--- src/verilog/tree_defs.svh ---
`ifndef TREE_DEFS_SVH
`define TREE_DEFS_SVH

`define TREE_FEAT_W 10
`define TREE_NUM_FEATS 64
`define TREE_FIDX_W 6
`define TREE_NUM_NODES 64
`define TREE_NODE_W 6
`define TREE_NUM_CLASSES 5
`define TREE_MAX_DEPTH 16

// A child pointer is a node index plus one leaf flag on top.
`define TREE_PTR_W (`TREE_NODE_W + 1)
`define TREE_ENTRY_W (`TREE_FIDX_W + `TREE_FEAT_W + 2 * `TREE_PTR_W)

`define TREE_RIGHT_LSB 0
`define TREE_LEFT_LSB `TREE_PTR_W
`define TREE_THR_LSB (2 * `TREE_PTR_W)
`define TREE_FIDX_LSB (`TREE_THR_LSB + `TREE_FEAT_W)

`endif

--- src/verilog/tree_pkg.sv ---
`include "tree_defs.svh"

package tree_pkg;

	typedef logic [`TREE_FEAT_W-1:0] feat_t; // One feature value.

	typedef logic [`TREE_FIDX_W-1:0] feat_idx_t; // Feature slot index.

	typedef logic [`TREE_NODE_W-1:0] node_idx_t; // Node table address.

	// Top bit set marks a leaf; the low bits then hold the class number.
	typedef logic [`TREE_PTR_W-1:0] child_ptr_t;

	// Feature index, threshold, left child, right child, top down.
	typedef logic [`TREE_ENTRY_W-1:0] node_entry_t;

	typedef logic [`TREE_NUM_NODES-1:0] cmp_vec_t; // One comparison bit per node.

	typedef logic [`TREE_NUM_CLASSES-1:0] decision_t; // One-hot class.

endpackage

--- src/verilog/node_table.sv ---
`timescale 1ns/1ps

`include "tree_defs.svh"

module node_table (
	input logic clk,
	input logic arst_n,
	input logic node_wr,
	input tree_pkg::node_idx_t node_addr,
	input tree_pkg::node_entry_t node_data,
	output tree_pkg::node_entry_t nodes [`TREE_NUM_NODES]
);

	// The whole table is visible at once. The comparator bank reads the
	// feature and threshold fields, the resolver reads the child fields.
	// Writes during a classification in flight give a mixed tree.
	always_ff @(posedge clk or negedge arst_n) begin
		if (!arst_n) begin
			for (int i = 0; i < `TREE_NUM_NODES; i++) begin
				nodes[i] <= '0; // All-zero entry loops node 0 onto itself.
			end
		end else if (node_wr) begin
			nodes[node_addr] <= node_data;
		end
	end

endmodule

--- config.mk ---
export PLATFORM = sky130hd
export DESIGN_NAME = node_table
export DESIGN_NICKNAME = d
export VERILOG_FILES = /design/src/verilog/tree_pkg.sv /design/src/verilog/node_table.sv
export VERILOG_INCLUDE_DIRS = /design/src /design/src/verilog
export SDC_FILE = /design/constraint.sdc
export NUM_CORES = 2
export LEC_CHECK = 0
export BUFFER_PORTS_ARGS = -buffer_cell sky130_fd_sc_hd__buf_2
export CORE_AREA = 2 2 770 772
export DETAILED_ROUTE_END_ITERATION = 16
export DIE_AREA = 0 0 772 774
export PLACE_DENSITY = 0.33
export SLEW_MARGIN = 20
export SYNTH_ARGS = -nofsm -noshare
export SYNTH_HDL_FRONTEND = slang
export SYNTH_SLANG_ARGS = --single-unit
--- constraint.sdc ---
create_clock -name clk -period 2 [get_ports clk]
set_input_delay 0.1 -clock clk [delete_from_list [all_inputs] [get_ports clk]]
set_output_delay 0.1 -clock clk [all_outputs]
set_load 0.05 [all_outputs]
After elaboration in Yosys (flattened, before gate mapping)
Cells that the tools add are included.
Storage, ports and cells
  output and inout bits: 1920
  input bits: 39
  logic and storage cells: 71
  bits in registers: 1920
Operators by class
  reductions and logical operators: 1
  muxes and demuxes: 3
  bitwise logic cells: 1
  $lt $le $gt $ge: 2
Operators with widths (number)
  bitwise mux 1920 bit: 1
  demux 30 bit (select 6 bit): 1
  2-to-1 mux 30 bit: 1
  >= comparator 7 bit, second input constant: 1
  less-than comparator 7 x 1 -> 1 bit, second input constant: 1
  inverter 6 -> 7 bit: 1
  logical AND 1 bit: 1

Longest topological paths before layout
  depth in word-level cells: 6
  depth in mapped cells: 6
  gate-level depth less buffers: 3

Worst setup path after synthesis
Ideal clock, no wire load.
  path type: in2reg
  from: input node_addr[5]
  to: register nodes[1830] (netlist name)
  stages on the path: 4
  required time: 1.875 ns
  library setup time: 0.125 ns
  slack: 0.226 ns
  buffers on the path: 1
  data arrival time: 1.649 ns
  cell sequence: or4b_4 or4b_4 buf_6 mux2_4
On the way
  longest elaborated chain between the ends: 6
  elaborated cells on any way between the ends: 7
  classes of those cells: order compare: 2; mux: 3; bitwise: 1; reduce/logical: 1
Ends and longest elaborated chain
  from (decl): RTL line node_table.sv:9  | input tree_pkg::node_idx_t node_addr,
  inverter 6 -> 7 bit (implied by the code) (*): RTL line node_table.sv:23  | nodes[node_addr] <= node_data;
  >= comparator 7 bit (implied by the code) / less-than comparator 7 x 1 -> 1 bit (equally long branches): RTL line node_table.sv:23
  logical AND 1 bit (implied by the code): RTL line node_table.sv:23
  2-to-1 mux 30 bit (implied by the code): RTL line node_table.sv:23
  demux 30 bit (select 6 bit) (*): RTL line node_table.sv:23
  bitwise mux 1920 bit (*): RTL line node_table.sv:23
  to (signal, indexed assignment): RTL line node_table.sv:23
  to (decl): RTL line node_table.sv:11  | output tree_pkg::node_entry_t nodes [`TREE_NUM_NODES]
Mark *: on every way between the ends. The rest lies on a longest branch, timed or not.
A chain may end at the register's enable or synchronous reset.

==> results.yml <==
status:
  status: "completed"
setup_path:
  crit_path_top_delay_cell: "dlygate4sd3_1"
  endpoint_kind: "register"
  reg2reg_from: "nodes[247]"
  max_stage_delay_ns: 0.59
  path_cells: "dlygate4sd3_1 -> buf_2 -> buf_4 -> nor4b_2 -> and4b_2 -> buf_12 -> mux2_2"
  critPathCapture: "nodes[1809]"
  rr_worst_depth: 1
  path_class: "input port to register"
  critPathArrivalTime_ns: 2.60
  required_ns: 2.74
  critPathLaunchType: "input port"
  worstPathMaxFanout: 30
  rr_endpoint: "nodes[247]"
  startpoint: "node_wr"
  regToRegSetupSlack_ns: 1.11
floorplan:
  die_x_um: 772
  die_area_um2: 598000
  initial_core_util_pct: 12.2
  ios: 1959
  rows: 282
  core-area_um2: 589000
  fp.dieH_um: 774
synthesis:
  synthAdderAreaFrac_pct: 0
  ys_types: 24
  synth_mux_area_share_pct: 30.2
  synthesis.nets: 4383
  ys_seq_area_share_pct: 66.8
  synth_compound_area_share_pct: 0
  synth_top_family_by_area: "multiplexers"
  syn_avg_cell_area_um2: 16.6
  synth-simple-area-share_pct: 0.732
  ys_ff_latch: 1920
  postSynthCellCount: 4344
  synth-xor-area-share_pct: 0
  syn_area_um2: 72000
  ys_warn_count: 0
sta:
  finalHoldViolCount: 0
  slew_headroom_pct: 25.9
  fin_crit_sh_pct: 93.1
  fin_skew_ns: 0
  worst_pin_slew_ns: 1.11
  rsz0062_at_grt: "no"
  fin_crit_ns: 1.86
  tns_ns: 0
  setup_viol: 0
  max_freq_mhz: 537
  holdWs_ns: 0.124
  slew_viol_final: 0
detailed_routing:
  drt_iter0_drc: 2193
  num_vias: 47833
  antenna_left: 0
  dr.pass1.iters: 4
  drt-vias-per-instance: 3.28
  routedWlPerCell_um: 27.6
  wl_um: 403000
  post-route-drc-count: 0
place:
  post_dp_cell_area_um2: 95300
  gp_congestion: 0.764
  dp_hpwl_um: 286000
  place.port_buffers: 1958
hold_path:
  hp-class: "input port to register"
  min_from: "node_addr[3]"
power:
  power_density_nw_per_um2: 1220
  p_leak_uw: 0.0526
  vdd_drop_max_uv: 765
global_route:
  grt-ovfl-total: 0
  grt_pass1_wl_um: 523000
  grt_usage_pct: 13.0
  antenna_found_initial: 67
  grt_max_degree: 107
  grt_pass1_vias: 51029
clocking:
  post_cts_buffers: 0
  clock_path_buffers: 4
  cts_tree: "done"
  clkLatencyLatePin_ns: 0.91
  htreeDepth: 4
  clkSinkCount: 1920
  cts_root_buffer: "clkbuf_16"
  clk_pin_slew_ns: 0.05
  cts_buffers: 239
final_layout:
  drive_gt1_share_pct: 69.4
  top_regs: "nodes (1920)"
  largest_register_ffs: 1920
  design_area_um2: 104000
  largest_register: "nodes"
  nets: 6560
  syn2layout_area_growth_pct: 44.3
job:
  drv_cap: 0
## cell type report
class | count | area, um^2
Multi-Input combinational cell | 2011 | 22600
Timing Repair Buffer | 2349 | 15200
Sequential cell | 1920 | 48000
Tap cell | 7810 | 9770
Fill cell | 64378 | 485000
Antenna cell | 57 | 143
Clock inverter | 81 | 1020
Clock buffer | 354 | 7030
## report_power, final
group          internal (uW)  switching [uW]  leakage (uW)
sequential             44000            2680        0.0255
combinational           7930           27700        0.0231
clock                  26100           18300       0.00397
total                  78100           48800        0.0526
## cell usage in the layout, fill, tap and decap left out, drive strengths merged
cell type    netlist  final
buf              137   2313
dfrtp           1920   1920
mux2            1920   1920
clkbuf           276    354
clkinv             0     59
diode              0     57
nand2             38     38
dlygate4sd3        0     36
nor2              18     18
bufinv             0     14
inv                0      5
and4b              5      5
nand3b             4      4
nand4b             3      3
or4b               3      3
nor4bb             3      3
nor2b              3      3
and3b              3      3
clkinvlp           0      3
nand3              3      3
nor3b              3      3
nor4b              2      2
nand4              1      1
nor3               1      1
and3               1      1
## worst max-delay path: cells and delay by family
kind | cells | cell delay (ns)
simple gates | 2 | 0.91
buf+inv | 4 | 1.15
mux | 1 | 0.38
## cell usage after synthesis
master	n	share of area [%]
nor3_1	1	0.0069
nor4b_2	1	0.021
nor4bb_1	3	0.042
mux2_2	1867	29
nor3b_2	3	0.052
and3_1	1	0.0087
nand4b_1	3	0.037
and4b_1	5	0.070
nor2b_1	3	0.026
mux2_1	23	0.36
nand3_1	3	0.021
nor4b_1	1	0.012
buf_2	72	0.50
nor2_1	18	0.094
buf_6	3	0.047
nand3b_1	4	0.042
mux2_4	30	0.63
dfrtp_1	1920	67
and3b_1	3	0.037
nand4_1	1	0.0087
clkbuf_1	276	1.4
or4b_4	3	0.057
nand2_1	38	0.20
buf_1	62	0.32
## through the flow
step / power (uW) / setup slack (ns) / utilization [%] / std cells
global placement: 83200 / -0.685 / 16.2 / 14054
CTS: 129000 / 0.0368 / 17.6 / 14525
floorplan: 70500 / 0.226 / - / 4344
global route: 132000 / 0.0287 / 17.6 / 14537
finish: 127000 / 0.137 / 17.6 / 14582
detailed placement: 83400 / -0.640 / 16.2 / 14054
## metal layers
metal | track usage, % | vias to the layer above | share of wire [%] | routed length [um]
li1 | - | 19621 | - | -
met1 | 15.7 | 25781 | 41 | 164000
met2 | 22.3 | 2031 | 48 | 194000
met3 | 4.36 | 396 | 8.9 | 35800
met4 | 2.54 | 4 | 2.2 | 8720
met5 | 0 | - | 0.0084 | 34
## what timing repair did
action                                  4_1_cts  5_1_grt
hold buffers                                 36        0
hold endpoints to repair                   3099        0
resized for setup                             1        0
endpoints found under the setup margin        1        0
## kinds of logic (layout without fill, tap and decap cells)
| group | Yosys count | count (layout) |
|---|---|---|
| buffers and inverters | 413 | 2784 |
| DFF | 1920 | 1920 |
| muxes | 1920 | 1920 |
| other | 0 | 57 |
| and+or+nand+nor | 91 | 91 |
## worst min path at each step
stage | to | cells after the start
2_1_floorplan | nodes[0] | 0
3_3_place_gp | nodes[1074] | 1
3_5_place_dp | nodes[1074] | 1
4_1_cts | nodes[174] | 5
5_1_grt | nodes[1250] | 3
6_report | nodes[1788] | 5
Note: power is estimated with default switching activity, not from simulation.
