`src/verilog/tree_defs.svh`:
```
`ifndef TREE_DEFS_SVH
`define TREE_DEFS_SVH

`define TREE_FEAT_W 10
`define TREE_NUM_FEATS 64
`define TREE_FIDX_W 6
`define TREE_NUM_NODES 64
`define TREE_NODE_W 6
`define TREE_NUM_CLASSES 5
`define TREE_MAX_DEPTH 16

// A child pointer is a node index plus one leaf flag on top.
`define TREE_PTR_W (`TREE_NODE_W + 1)
`define TREE_ENTRY_W (`TREE_FIDX_W + `TREE_FEAT_W + 2 * `TREE_PTR_W)

`define TREE_RIGHT_LSB 0
`define TREE_LEFT_LSB `TREE_PTR_W
`define TREE_THR_LSB (2 * `TREE_PTR_W)
`define TREE_FIDX_LSB (`TREE_THR_LSB + `TREE_FEAT_W)

`endif

```
`src/verilog/tree_pkg.sv`:
```
`include "tree_defs.svh"

package tree_pkg;

	typedef logic [`TREE_FEAT_W-1:0] feat_t; // One feature value.

	typedef logic [`TREE_FIDX_W-1:0] feat_idx_t; // Feature slot index.

	typedef logic [`TREE_NODE_W-1:0] node_idx_t; // Node table address.

	// Top bit set marks a leaf; the low bits then hold the class number.
	typedef logic [`TREE_PTR_W-1:0] child_ptr_t;

	// Feature index, threshold, left child, right child, top down.
	typedef logic [`TREE_ENTRY_W-1:0] node_entry_t;

	typedef logic [`TREE_NUM_NODES-1:0] cmp_vec_t; // One comparison bit per node.

	typedef logic [`TREE_NUM_CLASSES-1:0] decision_t; // One-hot class.

endpackage

```
`src/verilog/feature_bank.sv`:
```
`timescale 1ns/1ps

`include "tree_defs.svh"

module feature_bank (
	input logic clk,
	input logic arst_n,
	input logic feat_wr,
	input tree_pkg::feat_idx_t feat_idx,
	input tree_pkg::feat_t feat_value,
	output tree_pkg::feat_t feats [`TREE_NUM_FEATS]
);

	// One register per feature slot, written one value per strobe.
	always_ff @(posedge clk or negedge arst_n) begin
		if (!arst_n) begin
			for (int i = 0; i < `TREE_NUM_FEATS; i++) begin
				feats[i] <= '0; // Unwritten features read as zero.
			end
		end else if (feat_wr) begin
			feats[feat_idx] <= feat_value;
		end
	end

endmodule

```
`config.mk`:
```
export PLATFORM = sky130hd
export DESIGN_NAME = feature_bank
export DESIGN_NICKNAME = d
export VERILOG_FILES = /design/src/verilog/tree_pkg.sv /design/src/verilog/feature_bank.sv
export VERILOG_INCLUDE_DIRS = /design/src /design/src/verilog
export SDC_FILE = /design/constraint.sdc
export NUM_CORES = 1
export LEC_CHECK = 0
export BUFFER_PORTS_ARGS = -buffer_cell sky130_fd_sc_hd__clkbuf_2
export CAP_MARGIN = 10
export CORE_AREA = 2 2 257 259
export CTS_BUF_LIST = sky130_fd_sc_hd__clkbuf_16
export CTS_CLUSTER_DIAMETER = 50
export CTS_CLUSTER_SIZE = 20
export DETAILED_ROUTE_END_ITERATION = 12
export DIE_AREA = 0 0 259 261
export GPL_ROUTABILITY_DRIVEN = 0
export SLEW_MARGIN = 40
export SYNTH_ARGS = -nofsm -noshare
export SYNTH_HDL_FRONTEND = slang
export SYNTH_SLANG_ARGS = --single-unit
```
`constraint.sdc`:
```
create_clock -name clk -period 0.8 [get_ports clk]
set_input_delay 0.16 -clock clk [delete_from_list [all_inputs] [get_ports clk]]
set_output_delay 0.16 -clock clk [all_outputs]
set_load 0.005 [all_outputs]
```
* Yosys cells after proc, flatten, opt, wreduce, memory -nomap -nowiden
Cells that the tools add are included.
Cells by class: $lt $le $gt $ge 2, multiplexer cells 3, bitwise gates (word level) 1, reductions and logical operators 1
Operators with widths (count):
- $bwmux 640 | 1
- $demux 10 s6 | 1
- $mux 10 | 1
- $ge 7x7->1 const B | 1
- $lt 7x1->1 const B | 1
- $not 6->7 | 1
- $logic_and 1x1->1 | 1
Storage, ports and cells: register bits after elaboration 640, input port bits 19, output and inout port bits 640, word-level logic and storage cells 71

* Longest topological paths before layout
Gate-level depths: netlist of the first run.
word-level depth 6, gate-level depth with buffers 6, mapped depth without buffers 3

* Least setup slack after synthesis of the first run
OpenSTA, ideal clock, no wires.
path kind input-to-reg, start point input port feat_idx[2], end point register feats[120] (netlist name), library setup time 0.125 ns, arrival 1.349 ns, required time 0.675 ns, setup slack -0.673 ns, stages 4, path buffers 1, cells stage by stage buf_2 -> nand4b_1 -> nor2_2 -> mux2_2
On the way: longest elaborated chain between the ends 6, elaborated cells on any way between the ends 7, classes of those cells 2 x order compare; 3 x mux; 1 x bitwise; 1 x reduce/logical
RTL lines:
- start, declared | line feature_bank.sv:9 | input tree_pkg::feat_idx_t feat_idx,
- $not 6->7 (not written as such) (*) | line feature_bank.sv:21 | feats[feat_idx] <= feat_value;
- $ge 7x7->1 (not written as such) / $lt 7x1->1 (equally long branches) | line feature_bank.sv:21
- $logic_and 1x1->1 (not written as such) | line feature_bank.sv:21
- $mux 10 (not written as such) | line feature_bank.sv:21
- $demux 10 s6 (*) | line feature_bank.sv:21
- $bwmux 640 (*) | line feature_bank.sv:21
- end signal, assigned by index | line feature_bank.sv:21
- end, declared | line feature_bank.sv:11 | output tree_pkg::feat_t feats [`TREE_NUM_FEATS]
Every way passes the cells marked *; elsewhere a longest branch is shown, timed or not. A chain may end at the register's enable or synchronous reset.

* Worst setup path after layout of the first run
start point register feats[17] (netlist name), end point output port feats[17] (netlist name)
No word-level cell between the ends.

==> results.toml, run 1 <==
[synth]
yosys.area.top_type_share_pct = 66.1
syn_area_per_cell_um2 = 16.6
yosysTopAreaCell = "dfrtp_1"
syn-cell-area_um2 = 24200
yosys_warnings = 0
synth_cell_type_count = 21
synthTopCellsByArea = "dfrtp_1 (66%), mux2_2 (30%), nand2_2 (1.1%)"
ys_ff_latch = 640
syn_inst = 1462
synth_nets = 1481
ys_seq_area_share_pct = 66.1

[timing]
slew_headroom_pct = 72.0
maxClockFrequency_mhz = 730
skew_ns = 0
fin_crit_ns = 1.37
final-setup-viol-count = 1271
maxSlewViolCount = 0
hold_viol_final = 0
worst_slew_pin_slew_ns = 0.420
min_period_over_period_pct = 171
fin_ws_ns = -0.569
grt_setup_unrepaired = "yes"
tns_ns = -428.78

[critical_path]
cp_num_buf_inv = 1
cp-end-kind = "primary output"
r2r_start = "feats[187]"
crit_required_ns = 0.64
max_stage_delay_ns = 0.45
crit_chain = "clkbuf_2"
worstSetupPathType = "flip-flop to primary output"
critPathTopFamily = "flip-flops"
cp.arrival_ns = 1.21
cp_max_fo = 2
startpoint_type = "flip-flop"
reg2reg_depth = 3
reg2reg_slack_ns = -0.23
reg2reg_to = "feats[187]"
slowest_stage = "dfrtp_2"

[cts]
path_clk_slew_ns = 0.07
cts_inserted_buffers = 61
cts_tree = "yes"
cts-htree-levels = 2
clock_path_buffers = 3
worstSkewPairLatency_ns = 0.63
cts_sinks = 640
root_buffer = "clkbuf_16"

[detailed_routing]
drc = 0
route.vias.total = 16692
wl_um = 82700
vias_per_cell = 4.92
ant_nets = 0
drtIter0Drc = 679
wl_per_cell_um = 24.4
dr.pass1.iters = 4

[global_routing]
grt_max_degree = 74
grt_overflow = 0
antenna_found_initial = 1
grt_usage_pct = 23.8
grt_pass1_vias = 17392
grt_pass1_wl_um = 119000

[floorplan]
core_um2 = 65000
dieArea_um2 = 67600
ios = 659
num_rows = 94
fp.dieW_um = 259
fp.dieH_um = 261
initial_core_util_pct = 37.2

[min_path]
hold_path_end = "feats[457]"
hold_depth = 3
hold_start = "feat_value[7]"
hp-class = "input pin to flip-flop"

[final_layout]
largest_reg_flops = 640
regMostFlops = "feats"
layout_common_cells = "dfrtp_1 (639), clkbuf_2 (588), mux2_2 (509)"
syn_to_final_growth_pct = 50.0
final_core_util_pct = 55.9
top_regs = "feats x640"
mostFrequentLayoutCell = "dfrtp_1"
ff_latch_area_um2 = 16000
multi_input_area_um2 = 9090
layout-drive-gt1-share_pct = 74.0
finalNetCount = 2496
fillerInstances = 5289

[power_and_ir_drop]
p_leak_uw = 0.0190
ir_worst_vdd_v = 0.00185
powerDensity_nw_per_um2 = 2380

[placed_design]
dpl.hpwl_um = 55400
io_buffers = 658
dpl_worst_slack_ns = -0.978

[run]
drv_cap = 0

[status]
status = "complete, but fails checks"
violations = "setup timing"
## metal layers
layer	vias to the layer above	routed length (um)	global-route usage (%)
li1	7228	-	-
met1	8829	32800	28.9
met2	492	42700	41.4
met3	141	4520	4.93
met4	2	2680	9.41
met5	-	17	0
## cell usage after synthesis
library cell,n
clkbuf_1,67
nand4_2,1
nor4b_1,1
nor2b_1,4
buf_4,4
nand3_1,1
clkbuf_2,1
and3_1,1
and4b_1,3
and4bb_2,3
mux2_2,640
nor2_2,16
nand3b_1,3
nand4b_1,3
buf_1,10
buf_2,13
nor3_4,1
dfrtp_1,640
nand2_2,44
nor3b_1,3
and3b_1,3
## worst max path at each step
stage	startpoint	to	slack (ns)	cells past startpoint
2_1_floorplan	feat_idx[4]	feats[567]	-0.67	5
3_3_place_gp	feat_idx[3]	feats[467]	-0.94	6
3_5_place_dp	feat_idx[3]	feats[468]	-0.98	6
4_1_cts	feats[17]	feats[17]	-0.61	1
5_1_grt	feats[17]	feats[17]	-0.61	1
6_report	feats[17]	feats[17]	-0.57	1
## cells by family (layout without fill, tap and decap cells)
kind of cell  after synthesis  in the layout  share of synthesized area, %
simple gates               87            102                          2.54
mux                       640            640                          29.7
other cells                 0              1                             0
buf+inv                    95           1148                          1.61
flops                     640            640                          66.1
## worst register-to-register path, delay by kind of cell, from the launching register on
kind                   cells  cell delay [ns]
flip-flops                 1             0.39
buffers and inverters      2             0.25
multiplexers               1             0.27
## where the power goes
group / switching [uW] / internal, uW
Clock: 14400 / 17000
Combinational: 6790 / 9310
Sequential: 2450 / 36600
Total: 23600 / 63000
## through the flow
step                      power (uW)  cell area [um^2]  instances  hold slack, ns
after floorplan                44100             24600       1462          -0.136
final                          86600             36300       3395          0.0263
after detailed placement       52500             30400       3016           0.165
after CTS                      85800             35200       3285         0.00242
after global routing           89900             36300       3394          0.0275
after global placement         52100             30400       3016           0.163
## repair_timing
item | 4_1_cts | 5_1_grt
cloned | 27 | 0
endpoints found under the hold margin | 641 | 0
setup endpoints to repair | 1279 | 1273
hold buffers | 2 | 0
setup buffers | 124 | 109
resized for setup | 253 | 134
pin swaps | 19 | 0
## cell type report
cell class | instances | share of cell area (%)
Sequential cell | 640 | 44.1
Timing Repair Buffer | 1032 | 21.8
Clock inverter | 53 | 1.77
Multi-Input combinational cell | 742 | 25.0
Clock buffer | 63 | 4.34
Antenna cell | 1 | 0.00688
Tap cell | 864 | 2.97
(Power assumes the default switching activity.)
==> inputs of run 2 (changes only) <==
CORE_AREA = 2 2 254 256   (was 2 2 257 259)
DIE_AREA = 0 0 256 258   (was 0 0 259 261)
==> results.toml, run 2 (same netlist as run 1, synthesis figures left out) <==
[critical_path]
crit_required_ns = 0.64
worstSetupPathType = "flip-flop to primary output"
slowest_stage = "dfrtp_1"
max_stage_delay_ns = 0.39
cp_max_fo = 2
startpoint_type = "flip-flop"
cp_num_buf_inv = 1
critPathTopFamily = "flip-flops"
cp-end-kind = "primary output"
cp.arrival_ns = 1.17
crit_chain = "clkbuf_8"

[global_routing]
grt_max_degree = 71
grt_overflow = 0
grt_pass1_vias = 17196
antenna_found_initial = 0
grt_pass1_wl_um = 118000
grt_usage_pct = 23.8

[detailed_routing]
top_layer = "met4"
ant_nets = 0
route.vias.total = 16217
wl_met1_um = 32600
dr.pass1.iters = 6
wl_um = 80000
wl_met3_um = 4270
wl_met2_um = 40300
vias_per_cell = 4.89
wl_per_cell_um = 24.1
drc = 0
drtIter0Drc = 680

[placed_design]
dpl.hpwl_um = 55300
placedCellCount = 2997
io_buffers = 658
dpl_worst_slack_ns = -1.15

[floorplan]
core_um2 = 63600
dieArea_um2 = 66000
fp.dieW_um = 256
initial_core_util_pct = 38.1
ios = 659
num_rows = 93
fp.dieH_um = 258

[cts]
cts_inserted_buffers = 61
cts-htree-levels = 2
clock_path_buffers = 3
worstSkewPairLatency_ns = 0.62
path_clk_slew_ns = 0.07
root_buffer = "clkbuf_16"
cts_tree = "yes"
cts_sinks = 640

[final_layout]
top_regs = "feats x640"
mostFrequentLayoutCell = "dfrtp_1"
layout_common_cells = "dfrtp_1 (640), clkbuf_2 (582), mux2_2 (570)"
final_core_util_pct = 55.2
fin_cells = 3313
syn_to_final_growth_pct = 45.1
layout-drive-gt1-share_pct = 73.3
finalNetCount = 2425
regMostFlops = "feats"
largest_reg_flops = 640

[power_and_ir_drop]
ir_worst_vdd_v = 0.00183
p_int_uw = 61600
clock_power_share_pct = 35.9
p_switching_uw = 23100
p_leak_uw = 0.0186
pwr-share-seq_pct = 46.0
power.total_uw = 84700
powerDensity_nw_per_um2 = 2410
comb_power_share_pct = 18.0
switching_share_pct = 27.3

[timing]
fin_crit_ns = 1.33
fin_ws_ns = -0.529
min_period_over_period_pct = 166
slew_headroom_pct = 72.3
skew_ns = 0
final-setup-viol-count = 1212
maxSlewViolCount = 0
maxClockFrequency_mhz = 752
tns_ns = -376.25
hold_viol_final = 0
grt_setup_unrepaired = "yes"
worst_slew_pin_slew_ns = 0.415

[status]
violations = "setup timing"
status = "complete, but fails checks"

[run]
drv_cap = 0

[min_path]
hp-class = "input pin to flip-flop"
-- run 2: changes by cell type in the layout (fill, tap and decap cells not counted), sizes merged --
cell,change
buf,-56
nand2,-10
clkinv,-8
clkbuf,-7
inv,+6
clkinvlp,+3
bufbuf,+1
bufinv,-1
dlygate4sd3,-1
-- run 2: final timing paths --
kind                               to  depth (start not counted)           from  slack, ns
max reg2reg                feats[284]                          3     feats[284]      -0.24
min                        feats[351]                          3  feat_value[1]       0.06
max in group asynchronous  feats[319]                          4         arst_n       0.16
min in group asynchronous   feats[43]                          3         arst_n       0.12
min reg2reg                feats[559]                          1     feats[559]       0.50
max                        feats[497]                          1     feats[497]      -0.53
-- run 2: per-stage QoR --
stage	hold WS, ns	area (um^2)
after CTS	0.0241	34300
after detailed placement	0.162	30200
after global placement	0.165	30200
after floorplan	-0.136	24600
after global routing	0.0393	35200
final	0.0611	35200
-- run 2: layer usage --
metal / track usage, % / vias to the layer above
met5: 0 / -
met4: 9.42 / 0
met3: 5.59 / 141
met2: 40.8 / 462
met1: 29.2 / 8564
li1: - / 7050
-- run 2: power by group through the flow --
stage / registers, uW / logic (uW) / clock network (uW)
floorplan: 39600 / 4520 / 0
global placement: 39300 / 12600 / 0
detailed placement: 39500 / 12900 / 0
CTS: 38900 / 14400 / 31000
global route: 39500 / 16300 / 32400
finish: 39000 / 15300 / 30400
-- run 2: area by class of cell --
class,instances,area [um^2]
multi-input cells,732,8670
clock inverters,53,608
repair buffers,971,7260
fillers,5254,28500
well taps,855,1070
flip-flops and latches,640,16000
clock buffers,61,1530
diodes,1,2.50
-- run 2: timing repair --
item / 4_1_cts / 5_1_grt
hold buffers: 1 / 0
gates cloned: 11 / 0
setup buffers: 120 / 70
hold endpoints to repair: 640 / 0
endpoints found under the setup margin: 1279 / 1222
pin swaps: 10 / 0
gates resized for setup: 154 / 139
==> inputs of run 3 (changes only) <==
TNS_END_PERCENT = 1   (was default)
==> results.toml, run 3 (same netlist as run 1, synthesis figures left out) <==
[final_layout]
design_area_um2 = 33000
layout_common_cells = "dfrtp_1 (640), clkbuf_2 (623), mux2_2 (581)"
finalNetCount = 2230
top_regs = "feats x640"
syn_to_final_growth_pct = 36.0
layout-drive-gt1-share_pct = 70.9
mostFrequentLayoutCell = "dfrtp_1"
largest_reg_flops = 640
regMostFlops = "feats"
fillerInstances = 5504

[timing]
hold_viol_final = 0
min_period_over_period_pct = 168
fin_crit_ns = 1.35
maxClockFrequency_mhz = 742
worst_slew_pin_slew_ns = 0.548
fin_ws_ns = -0.548
tns_ns = -352.08
maxSlewViolCount = 0
slew_headroom_pct = 63.5
final-setup-viol-count = 1172
skew_ns = 0
grt_setup_unrepaired = "yes"

[global_routing]
grt_overflow = 0
grt_pass1_vias = 16836
grt_max_degree = 50
grt_usage_pct = 23.0
grt_pass1_wl_um = 114000
antenna_found_initial = 2

[critical_path]
reg2reg_slack_ns = -0.12
cp-end-kind = "primary output"
r2r_start = "feats[546]"
startpoint_type = "flip-flop"
crit_chain = "clkbuf_2"
cp.depth = 1
cp_num_buf_inv = 1
max_stage_delay_ns = 0.43
slowest_stage = "dfrtp_1"
reg2reg_to = "feats[546]"
critPathTopFamily = "flip-flops"
cp_max_fo = 2
crit_required_ns = 0.64
reg2reg_depth = 2
crit_start = "feats[214]"
worstSetupPathType = "flip-flop to primary output"
cp.arrival_ns = 1.19

[cts]
cts-htree-levels = 2
root_buffer = "clkbuf_16"
path_clk_slew_ns = 0.07
cts_sinks = 640
cts_tree = "yes"
worstSkewPairLatency_ns = 0.61
cts_inserted_buffers = 60
clock_path_buffers = 3

[floorplan]
dieArea_um2 = 66000
num_rows = 93
fp.dieH_um = 258
initial_core_util_pct = 38.1
fp.dieW_um = 256
core_um2 = 63600
ios = 659

[placed_design]
io_buffers = 658
placed_area_um2 = 30000
dpl.hpwl_um = 54500

[power_and_ir_drop]
ir_worst_vdd_v = 0.00175
p_leak_uw = 0.0175
powerDensity_nw_per_um2 = 2510

[detailed_routing]
wl_um = 76500
vias_per_cell = 4.97
wl_per_cell_um = 24.6
drtIter0Drc = 691
route.vias.total = 15497
drc = 0
dr.pass1.iters = 4
ant_nets = 0

[run]
drv_cap = 0

[min_path]
hold_depth = 3
hp-class = "input pin to flip-flop"
hold_path_end = "feats[372]"
hold_start = "feat_value[2]"

[status]
violations = "setup timing"
status = "complete, but fails checks"
==> run 3: cell types whose count changed in the layout (fill, tap and decap cells not counted), sizes merged <==
| cell | previous run | this run |
|---|---|---|
| clkbuf | 651 | 689 |
| nand2 | 49 | 44 |
| inv | 26 | 18 |
| buf | 378 | 152 |
| clkinvlp | 4 | 7 |
| bufbuf | 2 | 0 |
| dlygate4sd3 | 1 | 2 |
| bufinv | 5 | 7 |
==> run 3: cell type report <==
cell class	instances	area (um^2)	share of cell area [%]
diodes	1	2.50	0.00759
clock buffers	61	1530	4.63
clock inverters	50	628	1.91
multi-input cells	727	8390	25.4
flip-flops and latches	640	16000	48.6
well taps	855	1070	3.25
repair buffers	782	5330	16.2
==> run 3: report_power, final <==
part | leakage [uW] | internal [uW] | switching, uW
sequential | 0.00850 | 36600 | 2360
combinational | 0.00799 | 6900 | 6100
clock | 0.00104 | 16800 | 13800
==> run 3: worst max-delay path by stage <==
stage	slack, ns	endpoint
floorplan	-0.67	feats[120]
global placement	-1.02	feats[385]
detailed placement	-1.08	feats[389]
CTS	-0.59	feats[546]
global route	-0.59	feats[214]
finish	-0.55	feats[214]
==> run 3: per-stage QoR <==
| step | hold WS, ns | utilization, % | total power (uW) | setup slack, ns | std cells |
|---|---|---|---|---|---|
| 3_5_place_dp | 0.159 | 47.1 | 52200 | -1.08 | 2997 |
| 6_report | 0.0794 | 51.8 | 82700 | -0.548 | 3116 |
| 5_1_grt | 0.0745 | 51.8 | 86200 | -0.588 | 3115 |
| 3_3_place_gp | 0.160 | 47.1 | 51800 | -1.02 | 2997 |
| 2_1_floorplan | -0.136 | - | 43900 | -0.673 | 1462 |
| 4_1_cts | 0.0644 | 51.2 | 83200 | -0.590 | 3112 |
==> run 3: layer usage <==
metal,share of wire [%],track usage [%],up-vias
li1,-,-,6664
met1,40,27.9,8192
met2,50,39.1,512
met3,7.2,6.83,129
met4,3.4,7.94,0
met5,0,0,-
==> run 3: worst reg2reg max path, cell delays in order, from the launching register on <==
cell and delay, ns:
dfrtp_1 0.42, buf_4 0.15, mux2_2 0.25
==> run 3: what timing repair did <==
action	CTS	global route
buffers inserted	2	3
pin swaps	8	11
endpoints found under the hold margin	642	0
setup endpoints to repair	1280	1272
hold buffers	2	0
resized for setup	84	111
